<file path="src/common/i2c_init_pkg.sv">
package i2c_init_pkg;

    //////////////////////////////
    // Timing
    //////////////////////////////

    // System clock and target SCL rate
    localparam logic [31:0] CLK_FREQ_HZ = 32'd100_000_000;
    localparam logic [31:0] SCL_FREQ_HZ = 32'd100_000;

    // Each SCL period is split into four quarters, 250 cycles each at 100 MHz
    localparam logic [15:0] QUARTER_CYCLES = 16'(CLK_FREQ_HZ / (32'd4 * SCL_FREQ_HZ));

    // Number of equal synchronised samples before a line filter accepts a new level
    localparam logic [3:0] FILTER_CYCLES = 4'd3;

    // Tries per transaction before the sequencer gives up
    localparam logic [1:0] MAX_ATTEMPTS = 2'd3;

    // Number of entries in the initialisation table
    localparam logic [2:0] SEQ_LEN = 3'd5;

    //////////////////////////////
    // Bit level commands
    //////////////////////////////

    typedef enum logic [2:0] {
        BIT_START    = 3'd0,
        BIT_RSTART   = 3'd1,
        BIT_STOP     = 3'd2,
        BIT_WRITE    = 3'd3,
        BIT_ACK_READ = 3'd4
    } bit_op_t;

    // Data only matters for BIT_WRITE
    typedef struct packed {
        bit_op_t op;
        logic    data;
    } bit_cmd_t;

    //////////////////////////////
    // Init sequence table
    //////////////////////////////

    // First marks the address byte of a transaction, last marks its final byte
    typedef struct packed {
        logic       first;
        logic       last;
        logic [7:0] data;
    } seq_entry_t;

    // Switch to channel 7, then LED4 on in the CPLD control register
    localparam seq_entry_t INIT_TABLE [SEQ_LEN] = '{
        '{first: 1'b1, last: 1'b0, data: 8'hE2},
        '{first: 1'b0, last: 1'b1, data: 8'h80},
        '{first: 1'b1, last: 1'b0, data: 8'h7C},
        '{first: 1'b0, last: 1'b0, data: 8'h02},
        '{first: 1'b0, last: 1'b1, data: 8'h01}
    };

endpackage

</file>
<file path="src/hw/line_filter.sv">
`timescale 1ns/10ps

module line_filter import i2c_init_pkg::*; (
    input  logic CLK,
    input  logic reset,
    input  logic line_i,
    output logic line_o
);

    // Two flop synchroniser stages
    logic       sync1_q;
    logic       sync2_q;
    // Counts consecutive samples that differ from the current output
    logic [3:0] stable_cnt_q;

    always_ff @(posedge CLK or posedge reset) begin
        if (reset) begin
            // An open-drain bus idles high, so the filter starts there
            sync1_q      <= 1'b1;
            sync2_q      <= 1'b1;
            line_o       <= 1'b1;
            stable_cnt_q <= '0;
        end else begin
            sync1_q <= line_i;
            sync2_q <= sync1_q;
            if (sync2_q == line_o) begin
                // Any bounce back to the old level restarts the count
                stable_cnt_q <= '0;
            end else if (stable_cnt_q == FILTER_CYCLES - 4'd1) begin
                line_o       <= sync2_q;
                stable_cnt_q <= '0;
            end else begin
                stable_cnt_q <= stable_cnt_q + 4'd1;
            end
        end
    end

endmodule

</file>
<file path="src/i2c_phy/i2c_bit_ctrl.sv">
`timescale 1ns/10ps

module i2c_bit_ctrl import i2c_init_pkg::*; (
    input  logic     CLK,
    input  logic     reset,
    input  logic     bit_req_i,
    input  bit_cmd_t bit_cmd_i,
    input  logic     scl_i,
    input  logic     sda_i,
    output logic     bit_done_o,
    output logic     rx_bit_o,
    output logic     scl_oe_o,
    output logic     sda_oe_o
);

    // Every command is four quarters long
    // SCL is low in quarters 0 and 1 and released in quarters 2 and 3
    // SDA is only changed while SCL is low, or at the 2 to 3 boundary for start and stop
    logic        busy_q;
    logic [1:0]  phase_q;
    logic [15:0] qcnt_q;
    bit_cmd_t    cmd_q;

    // SDA enable applied when entering quarter 1 and quarter 3
    logic        sda_low_phase;
    logic        sda_high_phase;
    logic        quarter_end;

    always_comb begin
        case (cmd_q.op)
            BIT_WRITE: sda_low_phase = ~cmd_q.data;
            // Pull SDA low early so it can rise with SCL high
            BIT_STOP:  sda_low_phase = 1'b1;
            // Start, repeated start and ack read all release SDA here
            default:   sda_low_phase = 1'b0;
        endcase

        case (cmd_q.op)
            // SDA falls while SCL is high, which is the start condition
            BIT_START,
            BIT_RSTART: sda_high_phase = 1'b1;
            // SDA rises while SCL is high, which is the stop condition
            BIT_STOP:   sda_high_phase = 1'b0;
            default:    sda_high_phase = sda_oe_o;
        endcase
    end

    assign quarter_end = (qcnt_q == QUARTER_CYCLES - 16'd1);

    // The command is captured on acceptance and held for the whole bit
    always_ff @(posedge CLK) begin
        if (!busy_q && bit_req_i) begin
            cmd_q <= bit_cmd_i;
        end
    end

    always_ff @(posedge CLK or posedge reset) begin
        if (reset) begin
            busy_q     <= 1'b0;
            phase_q    <= '0;
            qcnt_q     <= '0;
            bit_done_o <= 1'b0;
            rx_bit_o   <= 1'b0;
            scl_oe_o   <= 1'b0;
            sda_oe_o   <= 1'b0;
        end else begin
            bit_done_o <= 1'b0;
            if (!busy_q) begin
                if (bit_req_i) begin
                    busy_q  <= 1'b1;
                    phase_q <= 2'd0;
                    qcnt_q  <= '0;
                    // A plain start begins on an idle bus and leaves SCL released
                    scl_oe_o <= (bit_cmd_i.op != BIT_START);
                end
            end else if (phase_q == 2'd2 && !scl_i) begin
                // Quarter 2 waits for SCL to read high, so a stretching slave slows us down
                qcnt_q <= '0;
            end else if (quarter_end) begin
                qcnt_q  <= '0;
                phase_q <= phase_q + 2'd1;
                case (phase_q)
                    2'd0: sda_oe_o <= sda_low_phase;
                    2'd1: scl_oe_o <= 1'b0;
                    2'd2: begin
                        // End of quarter 2 is the middle of the SCL high time
                        sda_oe_o <= sda_high_phase;
                        if (cmd_q.op == BIT_ACK_READ) begin
                            rx_bit_o <= sda_i;
                        end
                    end
                    default: begin
                        busy_q     <= 1'b0;
                        bit_done_o <= 1'b1;
                    end
                endcase
            end else begin
                qcnt_q <= qcnt_q + 16'd1;
            end
        end
    end

endmodule

</file>
<file path="src/i2c_phy/i2c_byte_shifter.sv">
`timescale 1ns/10ps

module i2c_byte_shifter import i2c_init_pkg::*; (
    input  logic       CLK,
    input  logic       reset,
    input  logic       byte_req_i,
    input  logic [7:0] byte_data_i,
    input  logic       frame_req_i,
    input  bit_op_t    frame_op_i,
    input  logic       bit_done_i,
    input  logic       rx_bit_i,
    output logic       bit_req_o,
    output bit_cmd_t   bit_cmd_o,
    output logic       op_done_o,
    output logic       nack_o
);

    typedef enum logic [1:0] {
        SH_IDLE,
        SH_DATA,
        SH_ACK,
        SH_FRAME
    } sh_state_t;

    sh_state_t  state_q;
    // Data bits still to send after the one in flight
    logic [2:0] bit_cnt_q;
    logic [7:0] shift_q;

    // Control path
    always_ff @(posedge CLK or posedge reset) begin
        if (reset) begin
            state_q   <= SH_IDLE;
            bit_cnt_q <= '0;
            bit_req_o <= 1'b0;
            op_done_o <= 1'b0;
            nack_o    <= 1'b0;
        end else begin
            bit_req_o <= 1'b0;
            op_done_o <= 1'b0;
            case (state_q)
                SH_IDLE: begin
                    if (byte_req_i) begin
                        bit_req_o <= 1'b1;
                        bit_cnt_q <= 3'd7;
                        state_q   <= SH_DATA;
                    end else if (frame_req_i) begin
                        bit_req_o <= 1'b1;
                        state_q   <= SH_FRAME;
                    end
                end
                SH_DATA: begin
                    if (bit_done_i) begin
                        // After the eighth bit the slave gets its ack slot
                        bit_req_o <= 1'b1;
                        if (bit_cnt_q == 3'd0) begin
                            state_q <= SH_ACK;
                        end else begin
                            bit_cnt_q <= bit_cnt_q - 3'd1;
                        end
                    end
                end
                SH_ACK: begin
                    if (bit_done_i) begin
                        // SDA left high by the slave means NACK
                        nack_o    <= rx_bit_i;
                        op_done_o <= 1'b1;
                        state_q   <= SH_IDLE;
                    end
                end
                default: begin
                    if (bit_done_i) begin
                        op_done_o <= 1'b1;
                        state_q   <= SH_IDLE;
                    end
                end
            endcase
        end
    end

    // Byte and command payload, MSB goes out first
    always_ff @(posedge CLK) begin
        if (state_q == SH_IDLE && byte_req_i) begin
            shift_q   <= {byte_data_i[6:0], 1'b0};
            bit_cmd_o <= '{op: BIT_WRITE, data: byte_data_i[7]};
        end else if (state_q == SH_IDLE && frame_req_i) begin
            bit_cmd_o <= '{op: frame_op_i, data: 1'b0};
        end else if (state_q == SH_DATA && bit_done_i) begin
            if (bit_cnt_q == 3'd0) begin
                bit_cmd_o <= '{op: BIT_ACK_READ, data: 1'b0};
            end else begin
                bit_cmd_o <= '{op: BIT_WRITE, data: shift_q[7]};
                shift_q   <= {shift_q[6:0], 1'b0};
            end
        end
    end

endmodule

</file>
<file path="src/init_seq/init_seq_table.sv">
`timescale 1ns/10ps

module init_seq_table import i2c_init_pkg::*; (
    input  logic [2:0] index_i,
    output seq_entry_t entry_o
);

    // Configuration block read by the sequencer
    // Each entry carries one byte and its framing flags
    // Transaction 0 selects channel 7 of the bus switch
    // Transaction 1 writes register 0x02 of the CPLD to light LED4

    always_comb begin
        if (index_i < SEQ_LEN) begin
            entry_o = INIT_TABLE[index_i];
        end else begin
            // Past the end there is nothing to send
            entry_o = '0;
        end
    end

endmodule

</file>
<file path="src/init_seq/init_sequencer.sv">
`timescale 1ns/10ps

module init_sequencer import i2c_init_pkg::*; (
    input  logic       CLK,
    input  logic       reset,
    input  logic       scl_idle_i,
    input  seq_entry_t entry_i,
    input  logic       op_done_i,
    input  logic       nack_i,
    output logic [2:0] index_o,
    output logic       byte_req_o,
    output logic [7:0] byte_data_o,
    output logic       frame_req_o,
    output bit_op_t    frame_op_o,
    output logic       done_o,
    output logic       error_o
);

    typedef enum logic [1:0] {
        SQ_WAIT_BUS,
        SQ_ISSUE,
        SQ_WAIT_OP,
        SQ_DONE
    } sq_state_t;

    sq_state_t  state_q;
    // Index of the address byte of the transaction in progress
    logic [2:0] first_idx_q;
    // Failed attempts of the current transaction
    logic [1:0] attempts_q;
    // Start already sent for the current transaction
    logic       open_q;
    // Next start must be a repeated start
    logic       retry_q;
    // The operation in flight is a byte rather than a framing command
    logic       byte_q;

    always_ff @(posedge CLK or posedge reset) begin
        if (reset) begin
            state_q     <= SQ_WAIT_BUS;
            index_o     <= '0;
            first_idx_q <= '0;
            attempts_q  <= '0;
            open_q      <= 1'b0;
            retry_q     <= 1'b0;
            byte_q      <= 1'b0;
            byte_req_o  <= 1'b0;
            byte_data_o <= '0;
            frame_req_o <= 1'b0;
            frame_op_o  <= BIT_STOP;
            done_o      <= 1'b0;
            error_o     <= 1'b0;
        end else begin
            byte_req_o  <= 1'b0;
            frame_req_o <= 1'b0;
            case (state_q)
                SQ_WAIT_BUS: begin
                    // Nothing is driven until both lines have come up
                    if (scl_idle_i) begin
                        state_q <= SQ_ISSUE;
                    end
                end

                //////////////////////////////
                // Issue the next command
                //////////////////////////////
                SQ_ISSUE: begin
                    state_q <= SQ_WAIT_OP;
                    if (entry_i.first && !open_q) begin
                        frame_req_o <= 1'b1;
                        frame_op_o  <= retry_q ? BIT_RSTART : BIT_START;
                        first_idx_q <= index_o;
                        open_q      <= 1'b1;
                        byte_q      <= 1'b0;
                    end else begin
                        byte_req_o  <= 1'b1;
                        byte_data_o <= entry_i.data;
                        byte_q      <= 1'b1;
                    end
                end

                SQ_WAIT_OP: begin
                    if (op_done_i) begin
                        if (byte_q && nack_i) begin
                            if (attempts_q == MAX_ATTEMPTS - 2'd1) begin
                                // Out of tries so release the bus and report
                                error_o     <= 1'b1;
                                frame_req_o <= 1'b1;
                                frame_op_o  <= BIT_STOP;
                                byte_q      <= 1'b0;
                            end else begin
                                // Rewind to the address byte and retry with a repeated start
                                attempts_q <= attempts_q + 2'd1;
                                index_o    <= first_idx_q;
                                open_q     <= 1'b0;
                                retry_q    <= 1'b1;
                                state_q    <= SQ_ISSUE;
                            end
                        end else if (byte_q) begin
                            index_o <= index_o + 3'd1;
                            if (entry_i.last) begin
                                // Transaction complete, close it with a stop
                                frame_req_o <= 1'b1;
                                frame_op_o  <= BIT_STOP;
                                byte_q      <= 1'b0;
                                attempts_q  <= '0;
                                open_q      <= 1'b0;
                                retry_q     <= 1'b0;
                            end else begin
                                state_q <= SQ_ISSUE;
                            end
                        end else if (frame_op_o == BIT_STOP) begin
                            // A stop ends the run on error or after the last entry
                            if (error_o || index_o == SEQ_LEN) begin
                                done_o  <= 1'b1;
                                state_q <= SQ_DONE;
                            end else begin
                                state_q <= SQ_ISSUE;
                            end
                        end else begin
                            state_q <= SQ_ISSUE;
                        end
                    end
                end

                // Bus released, done and error held until the next reset
                default: begin
                    state_q <= SQ_DONE;
                end
            endcase
        end
    end

endmodule

</file>
<file path="src/hw/fmc_init_master.sv">
`timescale 1ns/10ps

module fmc_init_master import i2c_init_pkg::*; (
    input  logic CLK,
    input  logic reset,
    input  logic scl_i,
    input  logic sda_i,
    output logic scl_oe_o,
    output logic sda_oe_o,
    output logic done_o,
    output logic error_o
);

    // Filtered copies of the sensed bus lines
    logic       scl_f;
    logic       sda_f;
    logic       scl_idle;

    // Sequencer to table
    logic [2:0] index;
    seq_entry_t entry;

    // Sequencer to byte shifter
    logic       byte_req;
    logic [7:0] byte_data;
    logic       frame_req;
    bit_op_t    frame_op;
    logic       op_done;
    logic       nack;

    // Byte shifter to bit controller
    logic       bit_req;
    bit_cmd_t   bit_cmd;
    logic       bit_done;
    logic       rx_bit;

    line_filter scl_filter_i (
        .CLK    (CLK),
        .reset  (reset),
        .line_i (scl_i),
        .line_o (scl_f)
    );

    line_filter sda_filter_i (
        .CLK    (CLK),
        .reset  (reset),
        .line_i (sda_i),
        .line_o (sda_f)
    );

    // The bus counts as free only when both lines read high
    assign scl_idle = scl_f & sda_f;

    init_seq_table init_seq_table_i (
        .index_i (index),
        .entry_o (entry)
    );

    init_sequencer init_sequencer_i (
        .CLK         (CLK),
        .reset       (reset),
        .scl_idle_i  (scl_idle),
        .entry_i     (entry),
        .op_done_i   (op_done),
        .nack_i      (nack),
        .index_o     (index),
        .byte_req_o  (byte_req),
        .byte_data_o (byte_data),
        .frame_req_o (frame_req),
        .frame_op_o  (frame_op),
        .done_o      (done_o),
        .error_o     (error_o)
    );

    i2c_byte_shifter i2c_byte_shifter_i (
        .CLK         (CLK),
        .reset       (reset),
        .byte_req_i  (byte_req),
        .byte_data_i (byte_data),
        .frame_req_i (frame_req),
        .frame_op_i  (frame_op),
        .bit_done_i  (bit_done),
        .rx_bit_i    (rx_bit),
        .bit_req_o   (bit_req),
        .bit_cmd_o   (bit_cmd),
        .op_done_o   (op_done),
        .nack_o      (nack)
    );

    i2c_bit_ctrl i2c_bit_ctrl_i (
        .CLK        (CLK),
        .reset      (reset),
        .bit_req_i  (bit_req),
        .bit_cmd_i  (bit_cmd),
        .scl_i      (scl_f),
        .sda_i      (sda_f),
        .bit_done_o (bit_done),
        .rx_bit_o   (rx_bit),
        .scl_oe_o   (scl_oe_o),
        .sda_oe_o   (sda_oe_o)
    );

endmodule

</file>
<file path="config.mk">
export PLATFORM = sky130hd
export DESIGN_NAME = fmc_init_master
export DESIGN_NICKNAME = d
export VERILOG_FILES = /design/src/common/i2c_init_pkg.sv /design/src/hw/line_filter.sv /design/src/i2c_phy/i2c_bit_ctrl.sv /design/src/i2c_phy/i2c_byte_shifter.sv /design/src/init_seq/init_seq_table.sv /design/src/init_seq/init_sequencer.sv /design/src/hw/fmc_init_master.sv
export SDC_FILE = /design/constraint.sdc
export NUM_CORES = 1
export LEC_CHECK = 0
export BUFFER_PORTS_ARGS = -buffer_cell sky130_fd_sc_hd__buf_2
export CAP_MARGIN = 20
export CORE_AREA = 2 2 104 106
export CTS_BUF_LIST = sky130_fd_sc_hd__clkbuf_16
export DETAILED_ROUTE_END_ITERATION = 8
export DIE_AREA = 0 0 106 108
export MAX_ROUTING_LAYER = met4
export PLACE_DENSITY = 0.55
export REMOVE_ABC_BUFFERS = 1
export SLEW_MARGIN = 10
export SYNTH_ARGS = -nofsm -noshare
export SYNTH_HDL_FRONTEND = slang
export SYNTH_SLANG_ARGS = --single-unit
</file>
<file path="constraint.sdc">
create_clock -name CLK -period 2.6 [get_ports CLK]
set_input_delay 0.26 -clock CLK [delete_from_list [all_inputs] [get_ports CLK]]
set_output_delay 0.26 -clock CLK [all_outputs]
set_load 0.005 [all_outputs]
</file>
==> flow_metrics.tcl <==
set metrics [dict create \
    status "finished, final reports clean" \
    slew_violations 0 \
    worst_pin_slew_ps 797 \
    max_slew_margin_pct 46.7 \
    grt.total_usage_pct 14.9 \
    path_class "reg2reg" \
    power_density_nw_per_um2 860 \
    min_path_type "in2async" \
    cp_top_family "simple AND/OR/NAND/NOR gates" \
    cts_max_level 3 \
    synth_area_per_cell_sq_um 10.8 \
    setup_viol 0 \
    drc_errors 0 \
    reg2reg_slack_ps 620 \
    insertion_delay_ps 340 \
    post-route-period-util_pct 76.2 \
    avgViaCountPerCell 5.08 \
    synthFlopType "dfrtp_1" \
    vias 2709 \
    regArea_sq_um 2160 \
    num_antenna_cells 0 \
    critPathMostFrequentCell "inv_1" \
    fill_cells 972 \
    cts_hold_buf 0 \
    crit_path_max_fanout 4 \
    nets 418 \
    ys_types 66 \
    leakage_nw 2.11 \
    cp.arrival_ps 2200 \
    pre_cts_ws_ps 620 \
    die_w_microns 106 \
    synth-edff-count 12 \
    critPathRequiredTime_ps 2820 \
    wirelength_microns 7370 \
    grt_start_max_net_pins 39 \
    slowest_stage "or4_1" \
    rows 37 \
    die_h_microns 108 \
    min_period_ps 1980 \
    r2r-start "i2c_bit_ctrl_i.phase_q[0]$_DFFE_PP0P_" \
    worst-path-buf-inv 2 \
    hpwlAfterDp_microns 5120 \
    post_cts_buffers 0 \
    hold_ws_ps 16.2 \
    rsz0062_at_grt "false" \
    multi_input_area_sq_um 1830 \
    core_sq_um 10200 \
    post_drt_wl_per_cell_microns 13.8 \
    first_global_vias 2672 \
    numCtsBuffers 9 \
    reg2reg_depth 6 \
    clk_path_buf_depth 2 \
    tns_ps 0 \
    fin_ws_ps 620 \
    dpl.cell_count 517 \
    pin_count 8 \
    grt-ovfl-total 0 \
    ir_worst_vdd_mv 0.400 \
    ys_seq_elements 84 \
    rr_endpoint "i2c_bit_ctrl_i.rx_bit_o$_DFFE_PP0P_" \
    timing.fmax_ghz 0.505 \
    fin_cells 533 \
    end_kind "register" \
    synth.yosys.warnings 0 \
    syn_inst 382 \
    cts_tree "built" \
    start_util_pct 40.5 \
    syn-cell-area_sq_um 4140 \
    syn_to_final_growth_pct 12.0 \
    first_pass_iters 4 \
    cts_root_buf "clkbuf_16" \
    antenna_found_initial 0 \
    max_stage_delay_ps 550 \
    path_cells "inv_1 -> ha_1 -> inv_1 -> or4_1 -> nor3_2 -> mux2_1" \
    p_total_w 0.00399 \
    async_reset_ff_share_pct 82.1 \
    final_common_cell "dfrtp_1" \
    drive_gt1_share_pct 15.1 \
    cts.sinks 84 \
    cts_resized 0 \
    hold_violations 0 \
    maxCapViolations 0 \
    io_buffers 7 \
    drtIter0Drc 112 \
    cts.clk_slew.worst_paths_ps 70 \
    die_area_sq_um 11400 \
    ant_nets 0 \
    grt_pass1_wl_microns 12900 \
    ys_seq_area_share_pct 52.0 \
    place_congestion 0.837 \
    most-common-layout-cells "dfrtp_1, nand2_1, nor2_1" \
    start_kind "register" \
    skew_ps 7.57 \
]
==> metal layers <==
| layer | vias to the layer above | global-route usage [%] | wire length [microns] |
|---|---|---|---|
| met2 | 25 | 22.7 | 3390 |
| met1 | 1318 | 19.0 | 3690 |
| met5 | - | - | 0 |
| met4 | 0 | 7.61 | 147 |
| met3 | 10 | 2.71 | 138 |
| li1 | 1356 | - | - |
==> cell usage after synthesis, types with 4 or more instances <==
cell      count  area (sq um)
a21oi_1      13          65.1
a31oi_1       5          31.3
and2_1        6          37.5
clkbuf_1      5          18.8
dfrtp_1      62          1550
dfstp_2       7           184
edfxtp_1     12           360
ha_1         22           275
inv_1        26          97.6
mux2_2        7          78.8
mux2i_1       6          60.1
nand2_1      45           169
nand2b_1      4          25.0
nand3_1       5          25.0
nand4_1      10          62.6
nor2_1       33           124
nor2_2        6          37.5
nor2b_1       4          25.0
nor3_1        5          25.0
o21ai_0      13          65.1
or3_1         5          31.3
xor2_1       14           123
==> layout make-up <==
type | count | area share [%]
Timing Repair Buffer | 9 | 1.35
Clock buffer | 9 | 4.85
Inverter | 26 | 2.10
Clock inverter | 7 | 2.10
Tap cell | 136 | 3.67
Sequential cell | 84 | 46.5
Multi-Input combinational cell | 262 | 39.5
==> flip-flops by register name (all words and copies together), names as in the netlist, 3 cells and up <==
signal and flops:
i2c_bit_ctrl_i.qcnt_q 16, i2c_byte_shifter_i.bit_cmd_o 4, init_sequencer_i.byte_data_o 5, init_sequencer_i.index_o 3
scl_filter_i.stable_cnt_q 4, init_sequencer_i.first_idx_q 3, i2c_byte_shifter_i.bit_cnt_q 3, i2c_bit_ctrl_i.cmd_q 4
i2c_byte_shifter_i.shift_q 7, sda_filter_i.stable_cnt_q 4
==> cells by family (layout without fill, tap and decap cells) <==
logic type / Yosys count / in the layout / synth area share [%]
xor+xnor: 17 / 17 / 3.59
fa+ha+maj: 22 / 22 / 6.64
mux: 15 / 15 / 3.90
buf+inv: 36 / 51 / 3.78
simple gates: 144 / 144 / 18.7
flops: 84 / 84 / 52.0
compound gates: 64 / 64 / 11.3
==> worst register-to-register path: stages (launching register included) <==
cell     delay, ps
dfrtp_1        410
inv_1          110
ha_1           240
inv_1           80
or4_1          550
nor3_2         140
mux2_1         330
==> through the flow <==
step | utilization (%) | instance area, sq um
2_1_floorplan | - | 4080
3_5_place_dp | 42.2 | 4320
6_report | 45.3 | 4640
3_3_place_gp | 42.2 | 4320
4_1_cts | 45.3 | 4640
5_1_grt | 45.3 | 4640
==> power breakdown <==
group | leakage [nW] | switching (W) | internal [W]
combinational | 0.952 | 0.000429 | 0.000340
clock | 0.154 | 0.000538 | 0.000848
sequential | 1.01 | 0.000255 | 0.00158
total | 2.11 | 0.00122 | 0.00277
==> how the worst max path moves through the flow <==
| stage | cells after the start | endpoint | from |
|---|---|---|---|
| floorplan | 1 | i2c_bit_ctrl_i.bit_done_o$_DFF_PP0_ | reset |
| global placement | 5 | i2c_byte_shifter_i.shift_q[2]$_DFFE_PP_ | i2c_byte_shifter_i.bit_cnt_q[0]$_DFFE_PP0P_ |
| detailed placement | 5 | i2c_byte_shifter_i.shift_q[3]$_DFFE_PP_ | i2c_byte_shifter_i.bit_cnt_q[0]$_DFFE_PP0P_ |
| CTS | 5 | i2c_byte_shifter_i.shift_q[3]$_DFFE_PP_ | i2c_byte_shifter_i.bit_cnt_q[0]$_DFFE_PP0P_ |
| global route | 5 | i2c_byte_shifter_i.shift_q[3]$_DFFE_PP_ | i2c_byte_shifter_i.bit_cnt_q[0]$_DFFE_PP0P_ |
| finish | 6 | i2c_bit_ctrl_i.rx_bit_o$_DFFE_PP0P_ | i2c_bit_ctrl_i.phase_q[0]$_DFFE_PP0P_ |
(Power assumes the default switching activity.)
